$ cat config.mk
export PLATFORM = sky130hd
export DESIGN_NAME = fetch
export DESIGN_NICKNAME = d
export VERILOG_FILES = /design/src/procPkg.sv /design/src/fetch.sv
export SDC_FILE = /design/constraint.sdc
export NUM_CORES = 1
export LEC_CHECK = 0
export BUFFER_PORTS_ARGS = -buffer_cell sky130_fd_sc_hd__clkbuf_2
export CAP_MARGIN = 20
export CORE_MARGIN = 5
export CORE_UTILIZATION = 42
export DETAILED_ROUTE_END_ITERATION = 10
export PLACE_DENSITY = 0.72
export SYNTH_ARGS = -nofsm -noshare
export SYNTH_HDL_FRONTEND = slang
export SYNTH_SLANG_ARGS = --single-unit
$ cat constraint.sdc
create_clock -name clk -period 2.03 [get_ports clk]
set_clock_uncertainty 0.1 [all_clocks]
set_input_delay 0.203 -clock clk [delete_from_list [all_inputs] [get_ports clk]]
set_output_delay 0.203 -clock clk [all_outputs]
set_load 0.005 [all_outputs]
$ cat src/program.hex
// one 16-bit instruction per line, line order is the word address
// bits 15:12 opcode, 11:9 rd, 8:6 rs, 5:3 rt or 5:0 signed imm
5205 // 0  addi r1, r0, 5
5443 // 1  addi r2, r1, 3
1650 // 2  add  r3, r1, r2
28C8 // 3  sub  r4, r3, r1
4B10 // 4  xor  r5, r4, r2
3CD0 // 5  and  r6, r3, r2
7642 // 6  st   r3, 2(r1)
6E42 // 7  ld   r7, 2(r1)
13F8 // 8  add  r1, r7, r7
7300 // 9  st   r1, 0(r4)
8A02 // 10 beqz r5, +2 taken
F000 // 11 illegal, wrong path
5201 // 12 addi r1, r0, 1, wrong path
6500 // 13 ld   r2, 0(r4)
9401 // 14 bnez r2, +1 taken
5C07 // 15 addi r6, r0, 7, wrong path
8C03 // 16 beqz r6, +3 not taken
9A03 // 17 bnez r5, +3 not taken
5B7F // 18 addi r5, r5, -1
9A01 // 19 bnez r5, +1 taken
A000 // 20 illegal, wrong path
2770 // 21 sub  r3, r5, r6
10D8 // 22 add  r0, r3, r3
0000 // 23 halt

$ cat src/procPkg.sv
package procPkg;

  typedef logic [15:0] word_t;
  typedef logic [2:0]  regIdx_t;
  typedef logic [7:0]  addr_t;

  // instruction bits 15:12, codes 10 to 15 are illegal
  typedef enum logic [3:0] {
    OpHalt = 4'd0,
    OpAdd  = 4'd1,
    OpSub  = 4'd2,
    OpAnd  = 4'd3,
    OpXor  = 4'd4,
    OpAddi = 4'd5,
    OpLd   = 4'd6,
    OpSt   = 4'd7,
    OpBeqz = 4'd8,
    OpBnez = 4'd9
  } opcode_t;

  localparam int MemWords = 256;
  localparam string ProgramFile = "/design/src/program.hex";

  // operand forwarding selects
  localparam logic [1:0] FwdReg = 2'd0;
  localparam logic [1:0] FwdEx  = 2'd1;
  localparam logic [1:0] FwdWb  = 2'd2;

  function automatic word_t immExt(word_t instr);
    return {{10{instr[5]}}, instr[5:0]};
  endfunction

  // first read port, r0 when the opcode has no rs operand
  function automatic regIdx_t srcRs(word_t instr);
    case (opcode_t'(instr[15:12]))
      OpAdd, OpSub, OpAnd, OpXor, OpAddi, OpLd, OpSt: return instr[8:6];
      default: return '0;
    endcase
  endfunction

  // second read port, ST and the branches read rd here
  function automatic regIdx_t srcRt(word_t instr);
    case (opcode_t'(instr[15:12]))
      OpAdd, OpSub, OpAnd, OpXor: return instr[5:3];
      OpSt, OpBeqz, OpBnez: return instr[11:9];
      default: return '0;
    endcase
  endfunction

endpackage
$ cat src/fetch.sv
module fetch (
  input  logic           clk,
  input  logic           rstN,
  input  logic           stall,
  input  logic           flush,
  input  procPkg::addr_t branchTarget,
  input  logic           haltSeen,
  output procPkg::word_t instr,
  output procPkg::addr_t instrPc,
  output logic           instrValid
);
  import procPkg::*;

  word_t rom [MemWords];
  addr_t pc;
  logic  frozen;
  logic  fetchOn;

  initial $readmemh(ProgramFile, rom);

  // the halt cycle itself already sends a bubble
  assign fetchOn = !stall && !frozen && !haltSeen;

  always_ff @(posedge clk) begin
    if (!rstN) begin
      pc <= '0;
      frozen <= 1'b0;
      instrValid <= 1'b0;
    end else if (flush) begin
      pc <= branchTarget;
      instrValid <= 1'b0;
    end else begin
      if (haltSeen) begin
        frozen <= 1'b1;
      end
      if (fetchOn) begin
        pc <= pc + 8'd1;
      end
      // stall keeps the current word in place
      if (!stall) begin
        instrValid <= fetchOn;
      end
    end
  end

  always_ff @(posedge clk) begin
    if (fetchOn && !flush) begin
      instr <= rom[pc];
      instrPc <= pc;
    end
  end

endmodule

==> impl_metrics.json, run 1 <==
{
  "slowest_stage": "or4_1",
  "status": "completed",
  "clockBufferDepth": 2,
  "seq_area_sq_um": 440,
  "clock.fmax_mhz": 610,
  "grt_pass1_wl_mm": 2.49,
  "drt_iter0_markers": 11,
  "grtUsageTotal": 0.102,
  "startpoint": "frozen$_SDFFE_PN0P_",
  "synthXorXnorAreaFrac": 0.0203,
  "root_buffer": "clkbuf_4",
  "num_rows": 16,
  "synth_fa_ha_area_frac": 0.0145,
  "place_hpwl_mm": 1.17,
  "synth_top_family_by_area": "buffers and inverters",
  "die_height_microns": 55.3,
  "grt_max_degree": 16,
  "synthMuxAreaShare": 0,
  "place_inst": 129,
  "synth_area_sq_um": 863,
  "instances_no_fill": 132,
  "powerDensity_nw_per_um2": 678,
  "fin_crit_sh": 0.808,
  "via_per_inst": 4.72,
  "ys_warn_count": 0,
  "endpoint": "pc[7]$_SDFFE_PN0P_",
  "cts_tree": "done",
  "ant_nets": 0,
  "synth.most_common_cell": "buf_4",
  "gp_congestion": 0.815,
  "period_needed_ns": 1.64,
  "clk_pin_slew_ns": 0.09,
  "place_ws_ns": 0.405,
  "postSynthCellCount": 83,
  "ys_ff_latch": 18,
  "cts_setup_buffers": 0,
  "ys.flop_type": "dfxtp_1",
  "fin_area_sq_um": 953,
  "p_total_uw": 646,
  "antenna_cells": 0,
  "critPathKind": "reg -> reg",
  "vias": 623,
  "r2r_start": "frozen$_SDFFE_PN0P_",
  "required_ns": 2.14,
  "cp.arrival_ns": 1.75,
  "critPathMaxStageDelay_ns": 0.52,
  "core_region_area_sq_um": 1960,
  "drc": 0,
  "synth-seq-area-share": 0.510,
  "rsz0062_at_grt": "no",
  "tns_ns": 0,
  "synth_compound_area_frac": 0.151,
  "cp_max_fo": 12,
  "worst_setup_path_end_kind": "register",
  "antenna_found_initial": 0,
  "ys_types": 28,
  "dr.pass1.iters": 4,
  "setup_ws_ns": 0.391,
  "reg2reg_depth": 3,
  "min_path_type": "in -> reg",
  "synth.largest_area_cell": "edfxtp_1",
  "start_util": 0.440,
  "area_delta_synth_final_pct": 10.4,
  "crit_path_cell_trace": "or3_4, or4_1, a31oi_1",
  "startpoint_type": "register",
  "postCtsResizedCells": 0,
  "layout-drive-gt1-share": 0.248,
  "synth-async-reset-ratio": 0,
  "avgSynthCellArea_sq_um": 10.4,
  "p_leak_uw": 0.000384,
  "regToRegSetupSlack_ns": 0.39,
  "overflow": 0,
  "ctsHoldBuffers": 0,
  "hold_viol": 0,
  "multi_input_area_sq_um": 337,
  "r2r_end": "pc[7]$_SDFFE_PN0P_",
  "num-fill-cells": 201,
  "fp.dieW_microns": 55.3,
  "wl_mm": 1.49,
  "synthTopCellsByCount": "buf_4, dfxtp_1, o21ai_0",
  "placed_area_sq_um": 931,
  "grt_pass1_vias": 579,
  "finish.net_count": 121,
  "clock_latency_ns": 0.28,
  "die_area_sq_um": 3060,
  "clock-sinks": 18,
  "maxCapViolations": 0,
  "synth_top_area_frac": 0.278,
  "cts_made_buffers": 3,
  "synth_edf_count": 8,
  "h-tree-depth": 1,
  "routedWlPerCell_microns": 11.3,
  "finalSetupViolations": 0,
  "ir_drop_mv": 0.451,
  "portBuffers": 21,
  "ioPinCount": 38,
  "synth-simple-area-share": 0.135,
  "slew_viol_final": 0,
  "ys_top_cells_by_area": "edfxtp_1, dfxtp_1, buf_4"
}
==> worst max-delay path, delay by kind of cell (launching register included) <==
family	cells	cell delay, ns
AO/OA/AOI/OAI	1	0.16
flip-flops	1	0.34
AND/OR/NAND/NOR	2	0.97
==> registers in the layout, indices dropped and copies added, names as in the netlist <==
name / cells
instrPc: 8
pc: 8
instrValid: 1
frozen: 1
==> per-layer routing <==
metal / vias to the layer above / GRT usage / share of wire
met4: 0 / 0.0521 / 0.014
met5: - / 0 / 0
met3: 2 / 0.0280 / 0.062
li1: 320 / - / -
met2: 20 / 0.169 / 0.51
met1: 281 / 0.118 / 0.41
==> cell type report <==
type	instances	share of cell area
sequential	18	0.462
multi-input combinational	60	0.353
clock buffer	3	0.0236
inverter	2	0.00787
timing repair buffer	22	0.118
tap	27	0.0354
==> worst min path at each step <==
stage | slack (ns) | endpoint | startpoint | cells after the start
after floorplan | 0.18 | instrValid$_SDFFE_PP0N_ | flush | 1
after global placement | 0.34 | instrPc[7]$_DFFE_PP_ | pc[7]$_SDFFE_PN0P_ | 0
after detailed placement | 0.35 | instrValid$_SDFFE_PP0N_ | flush | 2
after CTS | 0.05 | instrValid$_SDFFE_PP0N_ | flush | 2
after global routing | 0.04 | instrValid$_SDFFE_PP0N_ | flush | 2
final | 0.05 | instrValid$_SDFFE_PP0N_ | flush | 2
==> cell families after synthesis <==
logic type	Yosys count
compound gates	22
other cells	1
xor+xnor	2
buf+inv	20
simple gates	19
fa+ha+maj	1
flops	18
==> placed cells by master, fill, tap and decap left out, drive strengths merged, types with 3 or more instances in the layout <==
master	instances
nand2	3
a21oi	4
dfxtp	10
clkbuf	24
o21ai	9
or3	3
a31oi	5
edfxtp	8
conb	16
==> metrics by stage <==
stage                util  hold slack (ns)
finish              0.486           0.0462
CTS                 0.486           0.0498
detailed placement  0.474            0.353
global placement    0.474            0.341
global route        0.486           0.0392
floorplan               -            0.179
==> power by group <==
group	total [uW]	switching, uW	internal, uW
clock	163	94.4	68.7
sequential	414	16.6	398
combinational	68.6	38.7	29.9
Note: power is estimated with default switching activity, not from simulation.
==> inputs of run 2 (changes only) <==
clock period = 1.52 ns   (was 2.03 ns; I/O delays follow)
==> run 2 against run 1 <==
Effect of this change:
- die area stayed put
- flip-flop and latch count stayed put
- design area is 7.5% higher
- maximum frequency is 10% higher
- sequential power is 34% higher
- hold slack worse by 0.0043 ns
- global-route usage is 1.2 points higher
- combinational power is 62% higher
- power is 37% higher
==> impl_metrics.json, run 2 (synthesis gave the netlist of run 1 again) <==
{
  "startpoint_type": "register",
  "ioPinCount": 38,
  "root_buffer": "clkbuf_4",
  "h-tree-depth": 1,
  "num_rows": 16,
  "critPathKind": "reg -> reg",
  "pwr-share-comb": 0.126,
  "core_region_area_sq_um": 1960,
  "maxCapViolations": 0,
  "fin_crit_sh": 0.980,
  "top_regs": "instrPc: 8 flops, pc: 8 flops",
  "portBuffers": 21,
  "finish.net_count": 128,
  "seq_area_sq_um": 444,
  "regToRegSetupSlack_ns": 0.03,
  "hold_viol": 0,
  "num-fill-cells": 206,
  "powerDensity_nw_per_um2": 866,
  "top_usage_layer": "met2",
  "clkPwrFrac": 0.250,
  "clock_latency_ns": 0.28,
  "drt_iter0_markers": 15,
  "r2r_end": "instrPc[5]$_DFFE_PP_",
  "overflow": 0,
  "period_needed_ns": 1.49,
  "cts_tree": "done",
  "place_hpwl_mm": 1.24,
  "status": "completed",
  "area_delta_synth_final_pct": 18.7,
  "startpoint": "frozen$_SDFFE_PN0P_",
  "vias": 677,
  "grtUsageMet2": 0.184,
  "grtUsageMet1": 0.139,
  "dr.pass1.iters": 4,
  "slew_viol_final": 0,
  "grt_pass1_wl_mm": 2.76,
  "die_area_sq_um": 3060,
  "clockBufferDepth": 2,
  "cp.arrival_ns": 1.39,
  "place_inst": 133,
  "gp_congestion": 0.824,
  "netSwitchingFraction": 0.236,
  "finalSetupViolations": 0,
  "fp.dieW_microns": 55.3,
  "p_leak_uw": 0.000418,
  "endpoint": "instrPc[5]$_DFFE_PP_",
  "layout-drive-gt1-share": 0.330,
  "min_path_type": "in -> reg",
  "worst_setup_path_end_kind": "register",
  "grtUsageTotal": 0.114,
  "grt_max_degree": 16,
  "ant_nets": 0,
  "r2r_start": "frozen$_SDFFE_PN0P_",
  "use_met3": 0.0256,
  "cp_max_fo": 8,
  "routedWlPerCell_microns": 12.0,
  "clock.fmax_mhz": 672,
  "final_cell_mix": "clkbuf_2, conb_1, o21ai_0",
  "internal-power_uw": 678,
  "power_frac_seq": 0.624,
  "antenna_cells": 0,
  "clk_pin_slew_ns": 0.09,
  "ir_drop_mv": 0.405,
  "start_util": 0.440,
  "drc": 0,
  "cts_made_buffers": 3,
  "place_ws_ns": -0.00589,
  "instances_no_fill": 139,
  "wl_mm": 1.66,
  "grt_pass1_vias": 653,
  "clock-sinks": 18,
  "rsz0062_at_grt": "yes",
  "multi_input_area_sq_um": 345,
  "setup_ws_ns": 0.0308,
  "die_height_microns": 55.3,
  "p_sw_uw": 210,
  "via_per_inst": 4.87,
  "layout_commonest_cell": "clkbuf_2",
  "antenna_found_initial": 0,
  "required_ns": 1.42,
  "reg2reg_depth": 4
}
==> run 2: cell count changes in the layout (fill, tap and decap cells not counted), sizes merged <==
cell,delta
dlygate4sd3,+1
buf,+6
==> run 2: worst min-delay path by stage <==
stage | slack [ns] | start | cells after the start | to
floorplan | 0.13 | flush | 1 | instrValid$_SDFFE_PP0N_
finish | 0.04 | branchTarget[2] | 3 | pc[2]$_SDFFE_PN0P_
global route | 0.05 | branchTarget[2] | 3 | pc[2]$_SDFFE_PN0P_
detailed placement | 0.30 | flush | 2 | instrValid$_SDFFE_PP0N_
CTS | 0.04 | branchTarget[0] | 3 | pc[0]$_SDFFE_PN0P_
global placement | 0.30 | flush | 2 | instrValid$_SDFFE_PP0N_
==> run 2: critical path, cell delays in order, from the launching register on <==
cell and delay [ns]:
dfxtp_2 0.33, or3_4 0.40, buf_4 0.16, nor2_2 0.08
buf_6 0.14
==> run 2: timing repair <==
| item | in CTS | in global routing |
|---|---|---|
| pin swaps | 2 | 4 |
| endpoints found under the hold margin | 1 | 0 |
| buffers inserted | 2 | 0 |
| gates resized for setup | 0 | 4 |
| hold buffers | 1 | 0 |
| endpoints found under the setup margin | 2 | 3 |
==> run 2: per-stage QoR <==
step	total power, uW	area (sq um)	utilization	setup TNS (ns)	hold WS [ns]
after floorplan	648	923	-	0	0.128
after global placement	662	965	0.492	0	0.303
after detailed placement	666	965	0.492	-0.0110	0.303
after CTS	893	1010	0.516	-0.0105	0.0404
after global routing	939	1020	0.522	-0.135	0.0451
final	887	1020	0.522	0	0.0419
==> run 2: metal layers <==
layer | up-vias | wire length, microns
li1 | 332 | -
met1 | 314 | 673
met2 | 29 | 847
met3 | 2 | 131
met4 | 0 | 10
met5 | - | 0
==> run 2: power by group through the flow <==
| stage | Clock, uW | Combinational [uW] | Sequential, uW |
|---|---|---|---|
| after floorplan | 0 | 88.5 | 560 |
| after CTS | 232 | 109 | 552 |
| after global routing | 254 | 128 | 557 |
| final | 222 | 111 | 554 |
| after detailed placement | 0 | 103 | 564 |
| after global placement | 0 | 99.8 | 562 |
==> run 2: area by class of cell <==
cell class,instances,share of cell area
flip-flops and latches,18,0.433
clock buffers,3,0.0220
inverters,2,0.00733
repair buffers,29,0.167
well taps,27,0.0330
multi-input cells,60,0.337
