[config.mk]
export PLATFORM = sky130hd
export DESIGN_NAME = hazardUnit_flat
export DESIGN_NICKNAME = d
export VERILOG_FILES = /design/src/procPkg.sv /design/src/pipeIf.sv /design/src/hazardUnit.sv /design/src/flat_wrapper.sv
export SDC_FILE = /design/constraint.sdc
export NUM_CORES = 1
export LEC_CHECK = 0
export BUFFER_PORTS_ARGS = -buffer_cell sky130_fd_sc_hd__buf_2
export CAP_MARGIN = 20
export CORE_ASPECT_RATIO = 1.1
export CORE_MARGIN = 8
export CORE_UTILIZATION = 19
export DETAILED_ROUTE_END_ITERATION = 10
export GPL_ROUTABILITY_DRIVEN = 1
export PLACE_DENSITY = 0.9
export RECOVER_POWER = 100
export SYNTH_ARGS = -nofsm -noshare
export SYNTH_HDL_FRONTEND = slang
export SYNTH_SLANG_ARGS = --single-unit
[constraint.sdc]
create_clock -name vclk -period 0.9
set_input_delay 0 -clock vclk [all_inputs]
set_output_delay 0 -clock vclk [all_outputs]
set_load 0.005 [all_outputs]
[src/program.hex]
// one 16-bit instruction per line, line order is the word address
// bits 15:12 opcode, 11:9 rd, 8:6 rs, 5:3 rt or 5:0 signed imm
5205 // 0  addi r1, r0, 5
5443 // 1  addi r2, r1, 3
1650 // 2  add  r3, r1, r2
28C8 // 3  sub  r4, r3, r1
4B10 // 4  xor  r5, r4, r2
3CD0 // 5  and  r6, r3, r2
7642 // 6  st   r3, 2(r1)
6E42 // 7  ld   r7, 2(r1)
13F8 // 8  add  r1, r7, r7
7300 // 9  st   r1, 0(r4)
8A02 // 10 beqz r5, +2 taken
F000 // 11 illegal, wrong path
5201 // 12 addi r1, r0, 1, wrong path
6500 // 13 ld   r2, 0(r4)
9401 // 14 bnez r2, +1 taken
5C07 // 15 addi r6, r0, 7, wrong path
8C03 // 16 beqz r6, +3 not taken
9A03 // 17 bnez r5, +3 not taken
5B7F // 18 addi r5, r5, -1
9A01 // 19 bnez r5, +1 taken
A000 // 20 illegal, wrong path
2770 // 21 sub  r3, r5, r6
10D8 // 22 add  r0, r3, r3
0000 // 23 halt

[src/procPkg.sv]
package procPkg;

  typedef logic [15:0] word_t;
  typedef logic [2:0]  regIdx_t;
  typedef logic [7:0]  addr_t;

  // instruction bits 15:12, codes 10 to 15 are illegal
  typedef enum logic [3:0] {
    OpHalt = 4'd0,
    OpAdd  = 4'd1,
    OpSub  = 4'd2,
    OpAnd  = 4'd3,
    OpXor  = 4'd4,
    OpAddi = 4'd5,
    OpLd   = 4'd6,
    OpSt   = 4'd7,
    OpBeqz = 4'd8,
    OpBnez = 4'd9
  } opcode_t;

  localparam int MemWords = 256;
  localparam string ProgramFile = "/design/src/program.hex";

  // operand forwarding selects
  localparam logic [1:0] FwdReg = 2'd0;
  localparam logic [1:0] FwdEx  = 2'd1;
  localparam logic [1:0] FwdWb  = 2'd2;

  function automatic word_t immExt(word_t instr);
    return {{10{instr[5]}}, instr[5:0]};
  endfunction

  // first read port, r0 when the opcode has no rs operand
  function automatic regIdx_t srcRs(word_t instr);
    case (opcode_t'(instr[15:12]))
      OpAdd, OpSub, OpAnd, OpXor, OpAddi, OpLd, OpSt: return instr[8:6];
      default: return '0;
    endcase
  endfunction

  // second read port, ST and the branches read rd here
  function automatic regIdx_t srcRt(word_t instr);
    case (opcode_t'(instr[15:12]))
      OpAdd, OpSub, OpAnd, OpXor: return instr[5:3];
      OpSt, OpBeqz, OpBnez: return instr[11:9];
      default: return '0;
    endcase
  endfunction

endpackage
[src/pipeIf.sv]
// decode/execute register
interface idExIf;
  import procPkg::*;

  logic    valid;
  opcode_t op;
  regIdx_t rd;
  regIdx_t rs;
  regIdx_t rt;
  word_t   rsVal;
  word_t   rtVal;
  word_t   imm;
  addr_t   pc;
  logic    regWrite;
  logic    isLoad;

  modport driver (output valid, op, rd, rs, rt, rsVal, rtVal, imm, pc, regWrite, isLoad);
  modport reader (input valid, op, rd, rs, rt, rsVal, rtVal, imm, pc, regWrite, isLoad);
endinterface

// execute/memory register
interface exMemIf;
  import procPkg::*;

  logic    valid;
  regIdx_t rd;
  word_t   result;
  word_t   storeData;
  logic    regWrite;
  logic    isLoad;
  logic    isStore;
  logic    isHalt;

  modport driver (output valid, rd, result, storeData, regWrite, isLoad, isStore, isHalt);
  modport reader (input valid, rd, result, storeData, regWrite, isLoad, isStore, isHalt);
endinterface

// memory/write-back register
interface memWbIf;
  import procPkg::*;

  logic    valid;
  regIdx_t rd;
  word_t   data;
  logic    regWrite;
  logic    isHalt;

  modport driver (output valid, rd, data, regWrite, isHalt);
  modport reader (input valid, rd, data, regWrite, isHalt);
endinterface

[src/hazardUnit.sv]
module hazardUnit (
  input  procPkg::word_t instr,
  idExIf.reader          idEx,
  exMemIf.reader         exMem,
  memWbIf.reader         memWb,
  output logic           stall,
  output logic [1:0]     fwdRs,
  output logic [1:0]     fwdRt
);
  import procPkg::*;

  regIdx_t decRs;
  regIdx_t decRt;
  logic    exHit;
  logic    wbHit;

  assign decRs = srcRs(instr);
  assign decRt = srcRt(instr);

  // load in execute feeding the instruction in decode
  assign stall = idEx.valid && idEx.isLoad && (idEx.rd != '0) &&
                 (idEx.rd == decRs || idEx.rd == decRt);

  assign exHit = exMem.valid && exMem.regWrite;
  assign wbHit = memWb.valid && memWb.regWrite;

  // younger result wins
  assign fwdRs = (idEx.rs == '0) ? FwdReg :
                 (exHit && exMem.rd == idEx.rs) ? FwdEx :
                 (wbHit && memWb.rd == idEx.rs) ? FwdWb : FwdReg;
  assign fwdRt = (idEx.rt == '0) ? FwdReg :
                 (exHit && exMem.rd == idEx.rt) ? FwdEx :
                 (wbHit && memWb.rd == idEx.rt) ? FwdWb : FwdReg;

endmodule

[src/flat_wrapper.sv]
// flat-port wrapper written by rule: the top's interface ports become plain ports
module hazardUnit_flat import procPkg::*;
  (instr, stall, fwdRs, fwdRt, idEx_valid, idEx_op, idEx_rd, idEx_rs, idEx_rt, idEx_rsVal, idEx_rtVal, idEx_imm, idEx_pc, idEx_regWrite, idEx_isLoad, exMem_valid, exMem_rd, exMem_result, exMem_storeData, exMem_regWrite, exMem_isLoad, exMem_isStore, exMem_isHalt, memWb_valid, memWb_rd, memWb_data, memWb_regWrite, memWb_isHalt);
  idExIf idEx_i ();
  exMemIf exMem_i ();
  memWbIf memWb_i ();
  input  procPkg::word_t instr;
  output logic stall;
  output logic [1:0] fwdRs;
  output logic [1:0] fwdRt;
  input wire logic [$bits(idEx_i.valid)-1:0] idEx_valid;
  input wire logic [$bits(idEx_i.op)-1:0] idEx_op;
  input wire logic [$bits(idEx_i.rd)-1:0] idEx_rd;
  input wire logic [$bits(idEx_i.rs)-1:0] idEx_rs;
  input wire logic [$bits(idEx_i.rt)-1:0] idEx_rt;
  input wire logic [$bits(idEx_i.rsVal)-1:0] idEx_rsVal;
  input wire logic [$bits(idEx_i.rtVal)-1:0] idEx_rtVal;
  input wire logic [$bits(idEx_i.imm)-1:0] idEx_imm;
  input wire logic [$bits(idEx_i.pc)-1:0] idEx_pc;
  input wire logic [$bits(idEx_i.regWrite)-1:0] idEx_regWrite;
  input wire logic [$bits(idEx_i.isLoad)-1:0] idEx_isLoad;
  input wire logic [$bits(exMem_i.valid)-1:0] exMem_valid;
  input wire logic [$bits(exMem_i.rd)-1:0] exMem_rd;
  input wire logic [$bits(exMem_i.result)-1:0] exMem_result;
  input wire logic [$bits(exMem_i.storeData)-1:0] exMem_storeData;
  input wire logic [$bits(exMem_i.regWrite)-1:0] exMem_regWrite;
  input wire logic [$bits(exMem_i.isLoad)-1:0] exMem_isLoad;
  input wire logic [$bits(exMem_i.isStore)-1:0] exMem_isStore;
  input wire logic [$bits(exMem_i.isHalt)-1:0] exMem_isHalt;
  input wire logic [$bits(memWb_i.valid)-1:0] memWb_valid;
  input wire logic [$bits(memWb_i.rd)-1:0] memWb_rd;
  input wire logic [$bits(memWb_i.data)-1:0] memWb_data;
  input wire logic [$bits(memWb_i.regWrite)-1:0] memWb_regWrite;
  input wire logic [$bits(memWb_i.isHalt)-1:0] memWb_isHalt;
  assign idEx_i.valid = idEx_valid;
  assign idEx_i.op = idEx_op;
  assign idEx_i.rd = idEx_rd;
  assign idEx_i.rs = idEx_rs;
  assign idEx_i.rt = idEx_rt;
  assign idEx_i.rsVal = idEx_rsVal;
  assign idEx_i.rtVal = idEx_rtVal;
  assign idEx_i.imm = idEx_imm;
  assign idEx_i.pc = idEx_pc;
  assign idEx_i.regWrite = idEx_regWrite;
  assign idEx_i.isLoad = idEx_isLoad;
  assign exMem_i.valid = exMem_valid;
  assign exMem_i.rd = exMem_rd;
  assign exMem_i.result = exMem_result;
  assign exMem_i.storeData = exMem_storeData;
  assign exMem_i.regWrite = exMem_regWrite;
  assign exMem_i.isLoad = exMem_isLoad;
  assign exMem_i.isStore = exMem_isStore;
  assign exMem_i.isHalt = exMem_isHalt;
  assign memWb_i.valid = memWb_valid;
  assign memWb_i.rd = memWb_rd;
  assign memWb_i.data = memWb_data;
  assign memWb_i.regWrite = memWb_regWrite;
  assign memWb_i.isHalt = memWb_isHalt;
  hazardUnit u_core (.instr(instr), .idEx(idEx_i), .exMem(exMem_i), .memWb(memWb_i), .stall(stall), .fwdRs(fwdRs), .fwdRt(fwdRt));
endmodule
==> results.json <==
{
  "run_status": "finished, violations left",
  "violations_in_the_final_reports": "negative setup slack",
  "timing.hold.worst_path_depth": 3,
  "netSwitchingPower_uw": 193,
  "timing.setup.critical_path_class": "in2out",
  "num_rows": 19,
  "postSynthCellCount": 72,
  "synthesis.yosys.warnings": 0,
  "mappedNetlistArea_um2": 497,
  "setup_viol": 1,
  "rsz0062_at_grt": "true",
  "grt_use_total": 0.0867,
  "leakage_uw": 0.000439,
  "hold_buffers": 0,
  "drtAntennaViolNets": 0,
  "slew-limit-headroom": 0.781,
  "mappedNetlistNets": 222,
  "route.detailed.vias_per_inst": 4.77,
  "top_level_ports": 155,
  "num_vias": 758,
  "syn_avg_cell_area_um2": 6.90,
  "filler_cell_count": 246,
  "crit_path_end_kind": "output pin",
  "share_of_total_power_consumed_by_net_switching": 0.437,
  "sequential_cell_total": 0,
  "drt-wirelength-per-cell_um": 13.7,
  "start_util": 0.199,
  "n_clock_buffer": 0,
  "crit_path_cell_trace": "buf_2 -> and4b_4 -> o21ai_2 -> a31o_1 -> nand4_1 -> a211oi_2 -> buf_2",
  "flow.area_growth_from_synthesis_pct": 107,
  "hpwl_um": 1730,
  "synth_seq_area_share": 0,
  "net_count_final": 280,
  "cpMaxStageDelayCell": "sky130_fd_sc_hd__and4b_4",
  "gr-total-overflow": 0,
  "finalWeightedCongestion": 0.866,
  "dr.first_iter.drc_count": 21,
  "wl_um": 2180,
  "drt_pass1_iterations": 4,
  "worst_path_most_repeated_cell": "sky130_fd_sc_hd__buf_2",
  "regArea_um2": 0,
  "global_route_wire_length_before_repair_um": 3390,
  "grt_antenna_before_repair": 0,
  "achievable-frequency_ghz": 0.895,
  "cell_area_power_density_nw_per_um2": 429,
  "dpl_worst_slack_ns": -0.352,
  "number_of_global_route_vias_before_repair": 794,
  "netlist-cell-type-count": 28,
  "layout_commonest_cell": "sky130_fd_sc_hd__buf_2",
  "timing.final.hold_violations": 0,
  "drc": 0,
  "mostFrequentLayoutCells": "sky130_fd_sc_hd__buf_2 (27), sky130_fd_sc_hd__buf_4 (16), sky130_fd_sc_hd__buf_6 (9)",
  "placement_stage_cell_area_um2": 866,
  "critical_path.startpoint_type": "input pin",
  "io_buffers": 39,
  "timing_worst_slew_pin_value_ns": 0.324,
  "timing.critical_path.fanout_max": 4,
  "die_width_um": 64.8,
  "worst_min_delay_path_class": "in2out",
  "core_area_um2": 2500,
  "cap_viol_max_count": 0,
  "antennaDiodeCount": 0,
  "period_share": 1.24,
  "arrival_ns": 1.12,
  "clkPwrFrac": 0,
  "final_worst_setup_slack_ns": -0.218,
  "final_layout_size_suffix_gt1_frac": 0.594,
  "fin_area_um2": 1030,
  "seq_power_share": 0,
  "final_max_slew_viol_count": 0,
  "final_period_minus_worst_setup_slack_ns": 1.12,
  "dieArea_um2": 4510,
  "vdd_drop_max_uv": 199,
  "critical_path.max_stage_delay_ns": 0.22,
  "utilization": 0.413,
  "floorplan.die.height_um": 69.6,
  "cp.required_ns": 0.90,
  "combPwrFrac": 1.000,
  "cts_setup_buffers": 0,
  "pin_count_of_the_biggest_net_entering_global_routing": 8,
  "power.internal_uw": 248
}
## metal layers
metal  vias up  wire, µm  global-route usage
met1       323      1080               0.117
met3         0       224              0.0307
li1        392         -                   -
met5         -         0                   0
met4         0         0              0.0146
met2        43       872               0.128
## cell usage after synthesis, types with 2 or more instances
| master | instances | area share |
|---|---|---|
| sky130_fd_sc_hd__and2b_4 | 2 | 0.040 |
| sky130_fd_sc_hd__xnor2_1 | 7 | 0.12 |
| sky130_fd_sc_hd__nand2_1 | 6 | 0.045 |
| sky130_fd_sc_hd__o21ai_0 | 4 | 0.040 |
| sky130_fd_sc_hd__inv_1 | 2 | 0.015 |
| sky130_fd_sc_hd__nor3b_1 | 3 | 0.045 |
| sky130_fd_sc_hd__a31oi_1 | 4 | 0.050 |
| sky130_fd_sc_hd__nor2b_1 | 2 | 0.025 |
| sky130_fd_sc_hd__xor2_1 | 5 | 0.088 |
| sky130_fd_sc_hd__a31o_1 | 2 | 0.035 |
| sky130_fd_sc_hd__nand3_1 | 2 | 0.020 |
| sky130_fd_sc_hd__a21oi_1 | 2 | 0.020 |
| sky130_fd_sc_hd__a211oi_2 | 2 | 0.050 |
| sky130_fd_sc_hd__nand4_1 | 3 | 0.038 |
| sky130_fd_sc_hd__o31ai_1 | 2 | 0.030 |
| sky130_fd_sc_hd__o21ai_1 | 3 | 0.030 |
| sky130_fd_sc_hd__nor2_1 | 7 | 0.053 |
| sky130_fd_sc_hd__nor3_1 | 4 | 0.040 |
## worst paths after layout
kind	start	to	slack (ns)
setup / recovery	instr[12]	stall	-0.22
hold / removal	idEx_rt[1]	fwdRt[0]	0.33
## power by group through the flow
| stage | Combinational, µW | Clock, µW | Sequential (µW) |
|---|---|---|---|
| 2_1_floorplan | 147 | 0 | 0 |
| 3_3_place_gp | 345 | 0 | 0 |
| 3_5_place_dp | 354 | 0 | 0 |
| 4_1_cts | 400 | 0 | 0 |
| 5_1_grt | 476 | 0 | 0 |
| 6_report | 441 | 0 | 0 |
## area by class of cell
cell class / instances / area, µm² / share of cell area
Tap cell: 31 / 38.8 / 0.0377
Multi-Input combinational cell: 70 / 578 / 0.561
Inverter: 2 / 7.51 / 0.00729
Timing Repair Buffer: 56 / 405 / 0.394
## through the flow
step | std cells | total power [µW] | hold slack (ns) | TNS [ns]
6_report | 159 | 441 | 0.333 | -0.218
5_1_grt | 159 | 476 | 0.370 | -0.511
4_1_cts | 160 | 400 | 0.331 | -0.258
3_5_place_dp | 160 | 354 | 0.331 | -0.493
3_3_place_gp | 160 | 345 | 0.321 | -0.442
2_1_floorplan | 72 | 147 | 0.102 | 0
## cell families (layout without fill, tap and decap cells)
family,count (synthesis),count (layout),share of synthesized area
xor+xnor,12,12,0.212
simple gates,36,36,0.463
buf+inv,2,58,0.0151
compound gates,22,22,0.310
## repair_timing
action                     in CTS  in global routing
setup endpoints to repair       5                  5
pin swaps                      12                 13
gates resized for setup        24                 21
## worst max-delay path, delay by kind of cell
kind / cells / cell delay (ns)
buffers and inverters: 2 / 0.29
AOI/OAI and AO/OA: 3 / 0.50
and+or+nand+nor: 2 / 0.33
(Power assumes the default switching activity.)
