File: src/program.hex
// one 16-bit instruction per line, line order is the word address
// bits 15:12 opcode, 11:9 rd, 8:6 rs, 5:3 rt or 5:0 signed imm
5205 // 0  addi r1, r0, 5
5443 // 1  addi r2, r1, 3
1650 // 2  add  r3, r1, r2
28C8 // 3  sub  r4, r3, r1
4B10 // 4  xor  r5, r4, r2
3CD0 // 5  and  r6, r3, r2
7642 // 6  st   r3, 2(r1)
6E42 // 7  ld   r7, 2(r1)
13F8 // 8  add  r1, r7, r7
7300 // 9  st   r1, 0(r4)
8A02 // 10 beqz r5, +2 taken
F000 // 11 illegal, wrong path
5201 // 12 addi r1, r0, 1, wrong path
6500 // 13 ld   r2, 0(r4)
9401 // 14 bnez r2, +1 taken
5C07 // 15 addi r6, r0, 7, wrong path
8C03 // 16 beqz r6, +3 not taken
9A03 // 17 bnez r5, +3 not taken
5B7F // 18 addi r5, r5, -1
9A01 // 19 bnez r5, +1 taken
A000 // 20 illegal, wrong path
2770 // 21 sub  r3, r5, r6
10D8 // 22 add  r0, r3, r3
0000 // 23 halt

File: src/procPkg.sv
package procPkg;

  typedef logic [15:0] word_t;
  typedef logic [2:0]  regIdx_t;
  typedef logic [7:0]  addr_t;

  // instruction bits 15:12, codes 10 to 15 are illegal
  typedef enum logic [3:0] {
    OpHalt = 4'd0,
    OpAdd  = 4'd1,
    OpSub  = 4'd2,
    OpAnd  = 4'd3,
    OpXor  = 4'd4,
    OpAddi = 4'd5,
    OpLd   = 4'd6,
    OpSt   = 4'd7,
    OpBeqz = 4'd8,
    OpBnez = 4'd9
  } opcode_t;

  localparam int MemWords = 256;
  localparam string ProgramFile = "/design/src/program.hex";

  // operand forwarding selects
  localparam logic [1:0] FwdReg = 2'd0;
  localparam logic [1:0] FwdEx  = 2'd1;
  localparam logic [1:0] FwdWb  = 2'd2;

  function automatic word_t immExt(word_t instr);
    return {{10{instr[5]}}, instr[5:0]};
  endfunction

  // first read port, r0 when the opcode has no rs operand
  function automatic regIdx_t srcRs(word_t instr);
    case (opcode_t'(instr[15:12]))
      OpAdd, OpSub, OpAnd, OpXor, OpAddi, OpLd, OpSt: return instr[8:6];
      default: return '0;
    endcase
  endfunction

  // second read port, ST and the branches read rd here
  function automatic regIdx_t srcRt(word_t instr);
    case (opcode_t'(instr[15:12]))
      OpAdd, OpSub, OpAnd, OpXor: return instr[5:3];
      OpSt, OpBeqz, OpBnez: return instr[11:9];
      default: return '0;
    endcase
  endfunction

endpackage
File: src/pipeIf.sv
// decode/execute register
interface idExIf;
  import procPkg::*;

  logic    valid;
  opcode_t op;
  regIdx_t rd;
  regIdx_t rs;
  regIdx_t rt;
  word_t   rsVal;
  word_t   rtVal;
  word_t   imm;
  addr_t   pc;
  logic    regWrite;
  logic    isLoad;

  modport driver (output valid, op, rd, rs, rt, rsVal, rtVal, imm, pc, regWrite, isLoad);
  modport reader (input valid, op, rd, rs, rt, rsVal, rtVal, imm, pc, regWrite, isLoad);
endinterface


// memory/write-back register
interface memWbIf;
  import procPkg::*;

  logic    valid;
  regIdx_t rd;
  word_t   data;
  logic    regWrite;
  logic    isHalt;

  modport driver (output valid, rd, data, regWrite, isHalt);
  modport reader (input valid, rd, data, regWrite, isHalt);
endinterface

File: src/decode.sv
module decode (
  input  logic           clk,
  input  logic           rstN,
  input  procPkg::word_t instr,
  input  procPkg::addr_t instrPc,
  input  logic           instrValid,
  input  logic           stall,
  input  logic           flush,
  output logic           haltSeen,
  idExIf.driver          idEx,
  memWbIf.reader         memWb
);
  import procPkg::*;

  word_t   regs [8];
  opcode_t op;
  regIdx_t rd;
  regIdx_t rs;
  regIdx_t rt;
  word_t   rsVal;
  word_t   rtVal;
  logic    wbHit;
  logic    regWrite;
  logic    isLoad;

  assign op = opcode_t'(instr[15:12]);
  assign rd = instr[11:9];
  assign rs = srcRs(instr);
  assign rt = srcRt(instr);

  always_comb begin
    regWrite = 1'b0;
    case (op)
      OpAdd, OpSub, OpAnd, OpXor, OpAddi, OpLd: regWrite = (rd != '0);
      default: regWrite = 1'b0;
    endcase
  end

  assign isLoad = (op == OpLd);

  // HALT leaving decode on the correct path
  assign haltSeen = instrValid && (op == OpHalt) && !stall && !flush;

  // register file, write-through from write-back
  assign wbHit = memWb.valid && memWb.regWrite;
  assign rsVal = (rs == '0) ? '0 :
                 (wbHit && memWb.rd == rs) ? memWb.data : regs[rs];
  assign rtVal = (rt == '0) ? '0 :
                 (wbHit && memWb.rd == rt) ? memWb.data : regs[rt];

  always_ff @(posedge clk) begin
    if (wbHit && memWb.rd != '0) begin
      regs[memWb.rd] <= memWb.data;
    end
  end

  // bubble on stall or flush
  always_ff @(posedge clk) begin
    if (!rstN) begin
      idEx.valid <= 1'b0;
    end else begin
      idEx.valid <= instrValid && !stall && !flush;
    end
  end

  always_ff @(posedge clk) begin
    idEx.op <= op;
    idEx.rd <= rd;
    idEx.rs <= rs;
    idEx.rt <= rt;
    idEx.rsVal <= rsVal;
    idEx.rtVal <= rtVal;
    idEx.imm <= immExt(instr);
    idEx.pc <= instrPc;
    idEx.regWrite <= regWrite;
    idEx.isLoad <= isLoad;
  end

  // r0 writes are dropped here, so none may reach write-back
  noR0Write: assert property (@(posedge clk) disable iff (!rstN)
    memWb.valid && memWb.regWrite |-> memWb.rd != '0);

endmodule

File: src/flat_wrapper.sv
// flat-port wrapper written by rule: the top's interface ports become plain ports
module decode_flat import procPkg::*;
  (clk, rstN, instr, instrPc, instrValid, stall, flush, haltSeen, idEx_valid, idEx_op, idEx_rd, idEx_rs, idEx_rt, idEx_rsVal, idEx_rtVal, idEx_imm, idEx_pc, idEx_regWrite, idEx_isLoad, memWb_valid, memWb_rd, memWb_data, memWb_regWrite, memWb_isHalt);
  idExIf idEx_i ();
  memWbIf memWb_i ();
  input  logic clk;
  input  logic rstN;
  input  procPkg::word_t instr;
  input  procPkg::addr_t instrPc;
  input  logic instrValid;
  input  logic stall;
  input  logic flush;
  output logic haltSeen;
  output wire logic [$bits(idEx_i.valid)-1:0] idEx_valid;
  output wire logic [$bits(idEx_i.op)-1:0] idEx_op;
  output wire logic [$bits(idEx_i.rd)-1:0] idEx_rd;
  output wire logic [$bits(idEx_i.rs)-1:0] idEx_rs;
  output wire logic [$bits(idEx_i.rt)-1:0] idEx_rt;
  output wire logic [$bits(idEx_i.rsVal)-1:0] idEx_rsVal;
  output wire logic [$bits(idEx_i.rtVal)-1:0] idEx_rtVal;
  output wire logic [$bits(idEx_i.imm)-1:0] idEx_imm;
  output wire logic [$bits(idEx_i.pc)-1:0] idEx_pc;
  output wire logic [$bits(idEx_i.regWrite)-1:0] idEx_regWrite;
  output wire logic [$bits(idEx_i.isLoad)-1:0] idEx_isLoad;
  input wire logic [$bits(memWb_i.valid)-1:0] memWb_valid;
  input wire logic [$bits(memWb_i.rd)-1:0] memWb_rd;
  input wire logic [$bits(memWb_i.data)-1:0] memWb_data;
  input wire logic [$bits(memWb_i.regWrite)-1:0] memWb_regWrite;
  input wire logic [$bits(memWb_i.isHalt)-1:0] memWb_isHalt;
  assign idEx_valid = idEx_i.valid;
  assign idEx_op = idEx_i.op;
  assign idEx_rd = idEx_i.rd;
  assign idEx_rs = idEx_i.rs;
  assign idEx_rt = idEx_i.rt;
  assign idEx_rsVal = idEx_i.rsVal;
  assign idEx_rtVal = idEx_i.rtVal;
  assign idEx_imm = idEx_i.imm;
  assign idEx_pc = idEx_i.pc;
  assign idEx_regWrite = idEx_i.regWrite;
  assign idEx_isLoad = idEx_i.isLoad;
  assign memWb_i.valid = memWb_valid;
  assign memWb_i.rd = memWb_rd;
  assign memWb_i.data = memWb_data;
  assign memWb_i.regWrite = memWb_regWrite;
  assign memWb_i.isHalt = memWb_isHalt;
  decode u_core (.clk(clk), .rstN(rstN), .instr(instr), .instrPc(instrPc), .instrValid(instrValid), .stall(stall), .flush(flush), .haltSeen(haltSeen), .idEx(idEx_i), .memWb(memWb_i));
endmodule
File: config.mk
export PLATFORM = sky130hd
export DESIGN_NAME = decode_flat
export DESIGN_NICKNAME = d
export VERILOG_FILES = /design/src/procPkg.sv /design/src/pipeIf.sv /design/src/decode.sv /design/src/flat_wrapper.sv
export SDC_FILE = /design/constraint.sdc
export NUM_CORES = 1
export LEC_CHECK = 0
export ABC_AREA = 1
export BUFFER_PORTS_ARGS = -buffer_cell sky130_fd_sc_hd__buf_2
export CAP_MARGIN = 20
export CELL_PAD_IN_SITES_DETAIL_PLACEMENT = 1
export CELL_PAD_IN_SITES_GLOBAL_PLACEMENT = 2
export CORE_ASPECT_RATIO = 1.5
export CORE_MARGIN = 8
export CORE_UTILIZATION = 32
export CTS_BUF_LIST = sky130_fd_sc_hd__clkbuf_16
export CTS_CLUSTER_DIAMETER = 150
export DETAILED_ROUTE_END_ITERATION = 10
export PLACE_DENSITY = 0.72
export SLEW_MARGIN = 20
export SYNTH_ARGS = -nofsm -noshare
export SYNTH_HDL_FRONTEND = slang
export SYNTH_SLANG_ARGS = --single-unit
File: constraint.sdc
create_clock -name clk -period 2.65 [get_ports clk]
set_input_delay 0.6625 -clock clk [delete_from_list [all_inputs] [get_ports clk]]
set_output_delay 0.6625 -clock clk [all_outputs]
set_load 0.02 [all_outputs]
==> results of run 1 <==
[layout by cell type (no fill, tap or decap), types with 9 or more instances in the layout]
master	netlist	routed
nand2_1	167	167
nand3_1	140	140
nor2_1	132	132
edfxtp_1	128	128
buf_2	28	122
inv_1	79	79
dfxtp_1	62	62
o21ai_0	61	60
buf_4	14	42
a21oi_1	39	39
o211ai_1	27	27
clkbuf_16	0	20
nand3b_1	19	19
conb_1	1	16
buf_12	0	11
nand2_2	9	9
[state kept, by name, summed over array words and instances (netlist names)]
register / flops
u_core.regs: 128
u_core.idEx.rsVal: 16
u_core.idEx.rtVal: 16
u_core.idEx.pc: 8
u_core.idEx.imm: 6
u_core.idEx.op: 4
u_core.idEx.rd: 3
u_core.idEx.rs: 3
u_core.idEx.rt: 3
u_core.idEx.isLoad: 1
u_core.idEx.regWrite: 1
u_core.idEx.valid: 1
[logic make-up after synthesis]
family	synth area share
AOI/OAI and AO/OA	0.08307
buffers and inverters	0.07586
DFF	0.5861
other	0.0004322
and+or+nand+nor	0.2545
[worst reg2reg max path, stage by stage, from the launching register on]
cell      delay (ns)
edfxtp_1        0.41
or2_2           0.31
o211ai_1        0.09
nand3_1         0.11
nor2_1          0.13
nor2_1          0.05
[power by group through the flow]
stage	sequential [µW]	combinational, µW	clock, µW
2_1_floorplan	3570	589	0
3_3_place_gp	3430	1250	0
3_5_place_dp	3440	1260	0
4_1_cts	3370	1270	3090
5_1_grt	3390	1370	3180
6_report	3370	1240	3030
[final timing paths]
kind	to	startpoint	slack, ns
max	haltSeen	flush	0.42
min	u_core.idEx.pc[4]	instrPc[4]	0.30
max reg2reg	u_core.idEx.rsVal[0]	u_core.regs[1][0]	1.44
min reg2reg	u_core.idEx.rsVal[12]	u_core.regs[1][12]	0.67
[per-layer routing]
metal  track usage  vias to the layer above
met1        0.2089                     3611
met3       0.03053                       41
met2        0.3651                      137
met4       0.07556                        0
li1              -                     3512
met5             0                        -
[final cells by class]
type                       count  share of cell area
clock inverter                12             0.01837
tap                          342             0.04002
clock buffer                  20             0.04681
multi-input combinational    639              0.2815
sequential                   190              0.4756
timing repair buffer         175              0.1072
inverter                      87             0.03054
[through the flow]
stage / cell area (µm²) / utilization / hold WS (ns) / setup slack (ns)
finish: 10690 / 0.3968 / 0.3019 / 0.4249
CTS: 10690 / 0.3968 / 0.2791 / 0.4024
global placement: 9995 / 0.3709 / 0.6494 / 0.1911
global route: 10690 / 0.3968 / 0.2803 / 0.3625
detailed placement: 9995 / 0.3709 / 0.6579 / 0.1794
floorplan: 8732 / - / 0.6010 / 0.04242
==> impl_metrics.env, run 1 <==
export IMPL_die_y_um=217.7
export IMPL_maxCapViolCount=0
export IMPL_die_w_um=150.4
export IMPL_clock_skew_final_ns=0.008811
export IMPL_dr_max_layer_used="met4"
export IMPL_switchingPower_uw=2065
export IMPL_yosysMostFrequentCell="nand2_1"
export IMPL_cts_resized=0
export IMPL_whs_path_depth=1
export IMPL_nets=1161
export IMPL_worst_path_stages=4
export IMPL_cts_buffers_inserted=17
export IMPL_critical_path_slowest_cell="or3b_2"
export IMPL_drt_wl_total_mm=30.35
export IMPL_p_int_uw=5568
export IMPL_drt_met1_wl_mm=11.64
export IMPL_critPathRequiredTime_ns=1.99
export IMPL_p_total_uw=7633
export IMPL_grt_use_total=0.1936
export IMPL_crit_path_cell_trace="buf_2 > or3b_2 > nor3_1 > buf_2"
export IMPL_ioPinCount=124
export IMPL_drc=0
export IMPL_critPathMaxFanout=2
export IMPL_register_area_um2=5085
export IMPL_synth_warning_count=0
export IMPL_cts_path_max_buffers=2
export IMPL_synth_area_um2=8676
export IMPL_max_clock_freq_mhz=449.4
export IMPL_vias=7301
export IMPL_clk_latency_ns=0.46
export IMPL_p_seq_frac=0.442
export IMPL_r2r_cells=5
export IMPL_synth_cell_types=30
export IMPL_powerDensity_nw_per_um2=713.9
export IMPL_antennaDiodeCount=0
export IMPL_startpoint_type="input port"
export IMPL_avgViaCountPerCell=4.984
export IMPL_core_area_um2=26940
export IMPL_min_period_ns=2.225
export IMPL_crit_top_cell="buf_2"
export IMPL_clock_root_buffer="clkbuf_16"
export IMPL_async_flop_share=0
export IMPL_dr_wl_met2_mm=16.86
export IMPL_postRouteAntennaNets=0
export IMPL_layout_drive_gt1_share=0.2110
export IMPL_drt_initial_drc_count=289
export IMPL_slowest_delay_ns=0.47
export IMPL_cp_num_buf_inv=2
export IMPL_syn2layout_area_growth_pct=23.23
export IMPL_ys_seq_area_frac=0.5861
export IMPL_cts_setup_buffers=0
export IMPL_stdcell_count=1465
export IMPL_arrival_ns=1.56
export IMPL_power_share_clock=0.396
export IMPL_synth_top_cell_by_area="edfxtp_1"
export IMPL_antenna_found_initial=0
export IMPL_path_clk_slew_ns=0.07
export IMPL_globalplace_congestion=0.7769
export IMPL_ys_seq_elements=190
export IMPL_peakVddDrop_uv=500.9
export IMPL_hold_class="in2reg"
export IMPL_crit_type="in2out"
export IMPL_status="finished, final reports clean"
export IMPL_swShare=0.2706
export IMPL_num_fill_cells=3180
export IMPL_cts_sinks=190
export IMPL_synth_edf_count=128
export IMPL_syn_avg_cell_area_um2=9.019
export IMPL_min_period_over_period=0.8397
export IMPL_multi_input_area_um2=3009
export IMPL_setup_viol=0
export IMPL_synth_area_leaders="edfxtp_1 44%, dfxtp_1 14%, nand3_1 8.1%"
export IMPL_synthTopCellsByCount="167 x nand2_1, 140 x nand3_1, 132 x nor2_1"
export IMPL_drt_pass1_iterations=4
export IMPL_synth_top_area_share=0.4430
export IMPL_first_global_vias=7881
export IMPL_num_rows=74
export IMPL_end_kind="primary output"
export IMPL_io_buffer_count=122
export IMPL_p_leak_uw=0.004700
export IMPL_rsz0062_at_grt="no"
export IMPL_syn_instance_count=962
export IMPL_ctsHoldBuffers=0
export IMPL_wl_per_cell_um=20.72
export IMPL_grt_pass1_wl_mm=46.42
export IMPL_cp_top_family="simple AND/OR/NAND/NOR gates"
export IMPL_start_util=0.3220
export IMPL_cts_tree="yes"
export IMPL_final_max_slew_viol_count=0
export IMPL_fin_tns_setup_ns=0
export IMPL_ctsHtreeMaxLevel=4
export IMPL_grt_overflow=0
export IMPL_power_frac_comb=0.162
export IMPL_dpl_hpwl_mm=19.94
export IMPL_finalHoldViolCount=0
export IMPL_grt_start_max_net_pins=49
export IMPL_synth_flop_cell="edfxtp_1"
export IMPL_dr_wl_met3_mm=1.156
export IMPL_die_area_um2=32740
export IMPL_dp_cells=1433
Power figures use the tool's default switching activity.
==> run 2: changes to the inputs <==
--- a/config.mk
+++ b/config.mk
@@ -5,18 +5,18 @@
 export SDC_FILE = /design/constraint.sdc
 export NUM_CORES = 1
 export LEC_CHECK = 0
-export ABC_AREA = 1
+export ABC_AREA = 0
 export BUFFER_PORTS_ARGS = -buffer_cell sky130_fd_sc_hd__buf_2
 export CAP_MARGIN = 20
 export CELL_PAD_IN_SITES_DETAIL_PLACEMENT = 1
 export CELL_PAD_IN_SITES_GLOBAL_PLACEMENT = 2
 export CORE_ASPECT_RATIO = 1.5
 export CORE_MARGIN = 8
-export CORE_UTILIZATION = 32
+export CORE_UTILIZATION = 38
 export CTS_BUF_LIST = sky130_fd_sc_hd__clkbuf_16
 export CTS_CLUSTER_DIAMETER = 150
 export DETAILED_ROUTE_END_ITERATION = 10
-export PLACE_DENSITY = 0.72
+export PLACE_DENSITY = 0.75
 export SLEW_MARGIN = 20
 export SYNTH_ARGS = -nofsm -noshare
 export SYNTH_HDL_FRONTEND = slang
==> constraint.sdc (replaced) <==
create_clock -name clk -period 2.2 [get_ports clk]
set_input_delay 0.55 -clock clk [delete_from_list [all_inputs] [get_ports clk]]
set_output_delay 0.55 -clock clk [all_outputs]
set_load 0.02 [all_outputs]
==> run 2 against run 1 <==
Utilization increased by 9.1 points. Cell area decreased by 5.1%. First-iteration DRC count increased by 56%. Power increased by 5.8%. Sequential cell count unchanged. Hold slack got worse by 0.095 ns. Cell count decreased by 25%. Routed wire length decreased by 19%. Critical path depth increased by 7. Clock-buffer cell count decreased by 3.
==> impl_metrics.env, run 2 <==
export IMPL_status="finished, final reports clean"
export IMPL_cts_sinks=190
export IMPL_end_kind="flop"
export IMPL_ctsHoldBuffers=0
export IMPL_reg_top3="u_core.regs: 128 flops, u_core.idEx.rsVal: 16 flops, u_core.idEx.rtVal: 16 flops"
export IMPL_cts_buffers_inserted=17
export IMPL_yosysMostFrequentCell="edfxtp_1"
export IMPL_arrival_ns=2.48
export IMPL_stdcell_count=1094
export IMPL_synth_top_cell_by_area="edfxtp_1"
export IMPL_hold_class="in2reg"
export IMPL_peakVddDrop_uv=554.0
export IMPL_cts_path_max_buffers=2
export IMPL_maxCapViolCount=0
export IMPL_dpl_hpwl_mm=16.53
export IMPL_ys_seq_elements=190
export IMPL_synth_area_leaders="edfxtp_1 48%, dfxtp_1 16%, mux2i_1 11%"
export IMPL_fin_tns_setup_ns=0
export IMPL_die_y_um=193.6
export IMPL_min_period_ns=2.140
export IMPL_dp_cells=1060
export IMPL_ys_seq_area_frac=0.6362
export IMPL_nets=864
export IMPL_max_clock_freq_mhz=467.2
export IMPL_grt_pass1_wl_mm=37.76
export IMPL_largest_reg_flops=128
export IMPL_grt_overflow=0
export IMPL_clk_latency_ns=0.44
export IMPL_drc=0
export IMPL_drt_pass1_iterations=5
export IMPL_ctsHtreeMaxLevel=4
export IMPL_globalplace_congestion=0.8290
export IMPL_finalHoldViolCount=0
export IMPL_critPathRequiredTime_ns=2.54
export IMPL_p_total_uw=8075
export IMPL_cts_tree="yes"
export IMPL_mostFrequentLayoutCell="edfxtp_1"
export IMPL_syn_avg_cell_area_um2=12.53
export IMPL_powerDensity_nw_per_um2=795.6
export IMPL_die_area_um2=26030
export IMPL_critPathMaxFanout=5
export IMPL_wl_per_cell_um=22.57
export IMPL_async_flop_share=0
export IMPL_avgViaCountPerCell=5.477
export IMPL_slew_headroom=0.6510
export IMPL_antenna_found_initial=0
export IMPL_clock_skew_final_ns=0.006105
export IMPL_synth_edf_count=128
export IMPL_io_buffer_count=122
export IMPL_grt_use_total=0.1926
export IMPL_ioPinCount=124
export IMPL_vias=5992
export IMPL_setup_viol=0
export IMPL_rsz0062_at_grt="yes"
export IMPL_startpoint_type="input port"
export IMPL_synth_flop_cell="edfxtp_1"
export IMPL_synth_top_area_share=0.4809
export IMPL_postRouteAntennaNets=0
export IMPL_syn2layout_area_growth_pct=26.99
export IMPL_largest_register="u_core.regs"
export IMPL_syn_instance_count=638
export IMPL_synth_area_um2=7993
export IMPL_die_w_um=134.4
export IMPL_start_util=0.3839
export IMPL_synthTopCellsByCount="128 x edfxtp_1, 89 x mux2i_1, 70 x nand2_1"
export IMPL_core_area_um2=20820
export IMPL_synth_warning_count=0
export IMPL_final_max_slew_viol_count=0
export IMPL_drt_wl_total_mm=24.70
export IMPL_mostFrequentLayoutCells="128 x edfxtp_1, 121 x buf_2, 89 x mux2i_1, 70 x nand2_1, 62 x dfxtp_1"
export IMPL_crit_type="in2reg"
export IMPL_path_clk_slew_ns=0.07
export IMPL_p_leak_uw=0.004258
export IMPL_min_period_over_period=0.9728
export IMPL_antennaDiodeCount=0
export IMPL_drt_initial_drc_count=452
export IMPL_synth_cell_types=43
export IMPL_num_rows=65
export IMPL_clock_root_buffer="clkbuf_16"
export IMPL_grt_start_max_net_pins=33
export IMPL_num_fill_cells=2250
export IMPL_tightest_slew_ns=0.5230
export IMPL_layout_drive_gt1_share=0.3111
export IMPL_first_global_vias=6560
## run 2: area by class of cell
| type | count | area (µm²) | share of cell area |
|---|---|---|---|
| Multi-Input combinational cell | 405 | 2803 | 0.2761 |
| Tap cell | 268 | 335.3 | 0.03304 |
| Clock inverter | 15 | 97.59 | 0.009615 |
| Timing Repair Buffer | 193 | 1379 | 0.1358 |
| Inverter | 6 | 25.02 | 0.002465 |
| Clock buffer | 17 | 425.4 | 0.04191 |
| Sequential cell | 190 | 5085 | 0.5010 |
## run 2: repair_timing
item,in CTS,in global routing
resized for setup,9,15
setup buffers,0,2
pin swaps,0,5
endpoints found under the setup margin,11,32
cloned,0,0
## run 2: through the flow
step / utilization / hold WS (ns) / instance area, µm² / setup WS [ns]
2_1_floorplan: - / 0.5777 / 8129 / -0.07765
3_3_place_gp: 0.4574 / 0.6537 / 9523 / -0.4336
3_5_place_dp: 0.4574 / 0.6544 / 9523 / -0.5989
4_1_cts: 0.4838 / 0.1875 / 10070 / 0.006505
5_1_grt: 0.4875 / 0.1874 / 10150 / -0.01646
6_report: 0.4875 / 0.2068 / 10150 / 0.05979
## run 2: worst paths after layout
kind,startpoint,to,slack (ns),depth (start not counted)
worst max register to register,u_core.regs[6][1],u_core.idEx.rsVal[1],0.74,4
worst max-delay path,instr[14],u_core.idEx.rsVal[13],0.06,11
worst min-delay path,instrPc[6],u_core.idEx.pc[6],0.21,1
worst min register to register,u_core.regs[6][6],u_core.idEx.rtVal[6],0.76,4
## run 2: routing by layer
layer	vias up	part of all wire	track usage
li1	2732	-	-
met1	2999	0.40	0.2175
met2	207	0.51	0.3302
met3	54	0.060	0.04979
met4	0	0.033	0.09061
met5	-	0	0
## run 2: logic make-up (layout without fill, tap and decap cells)
logic type,after synthesis,after routing,share of synthesized area
compound gates,142,142,0.1173
flops,190,190,0.6362
other cells,1,16,0.0004692
mux,97,97,0.1227
simple gates,146,146,0.08046
buf+inv,58,231,0.03851
xor+xnor,4,4,0.004384
## run 2: critical path, cell delays in order
cell       delay [ns]
buf_2            0.12
or3_1            0.39
nand3_2          0.12
inv_4            0.05
xnor2_1          0.12
and3_1           0.20
o2111a_2         0.34
buf_4            0.18
a2111oi_4        0.18
nor3_1           0.07
buf_4            0.15
## run 2: report_power, final
part	switching (µW)	total (µW)	internal (µW)
clock	1310	2750	1440
sequential	67.7	4060	4000
combinational	769	1270	496
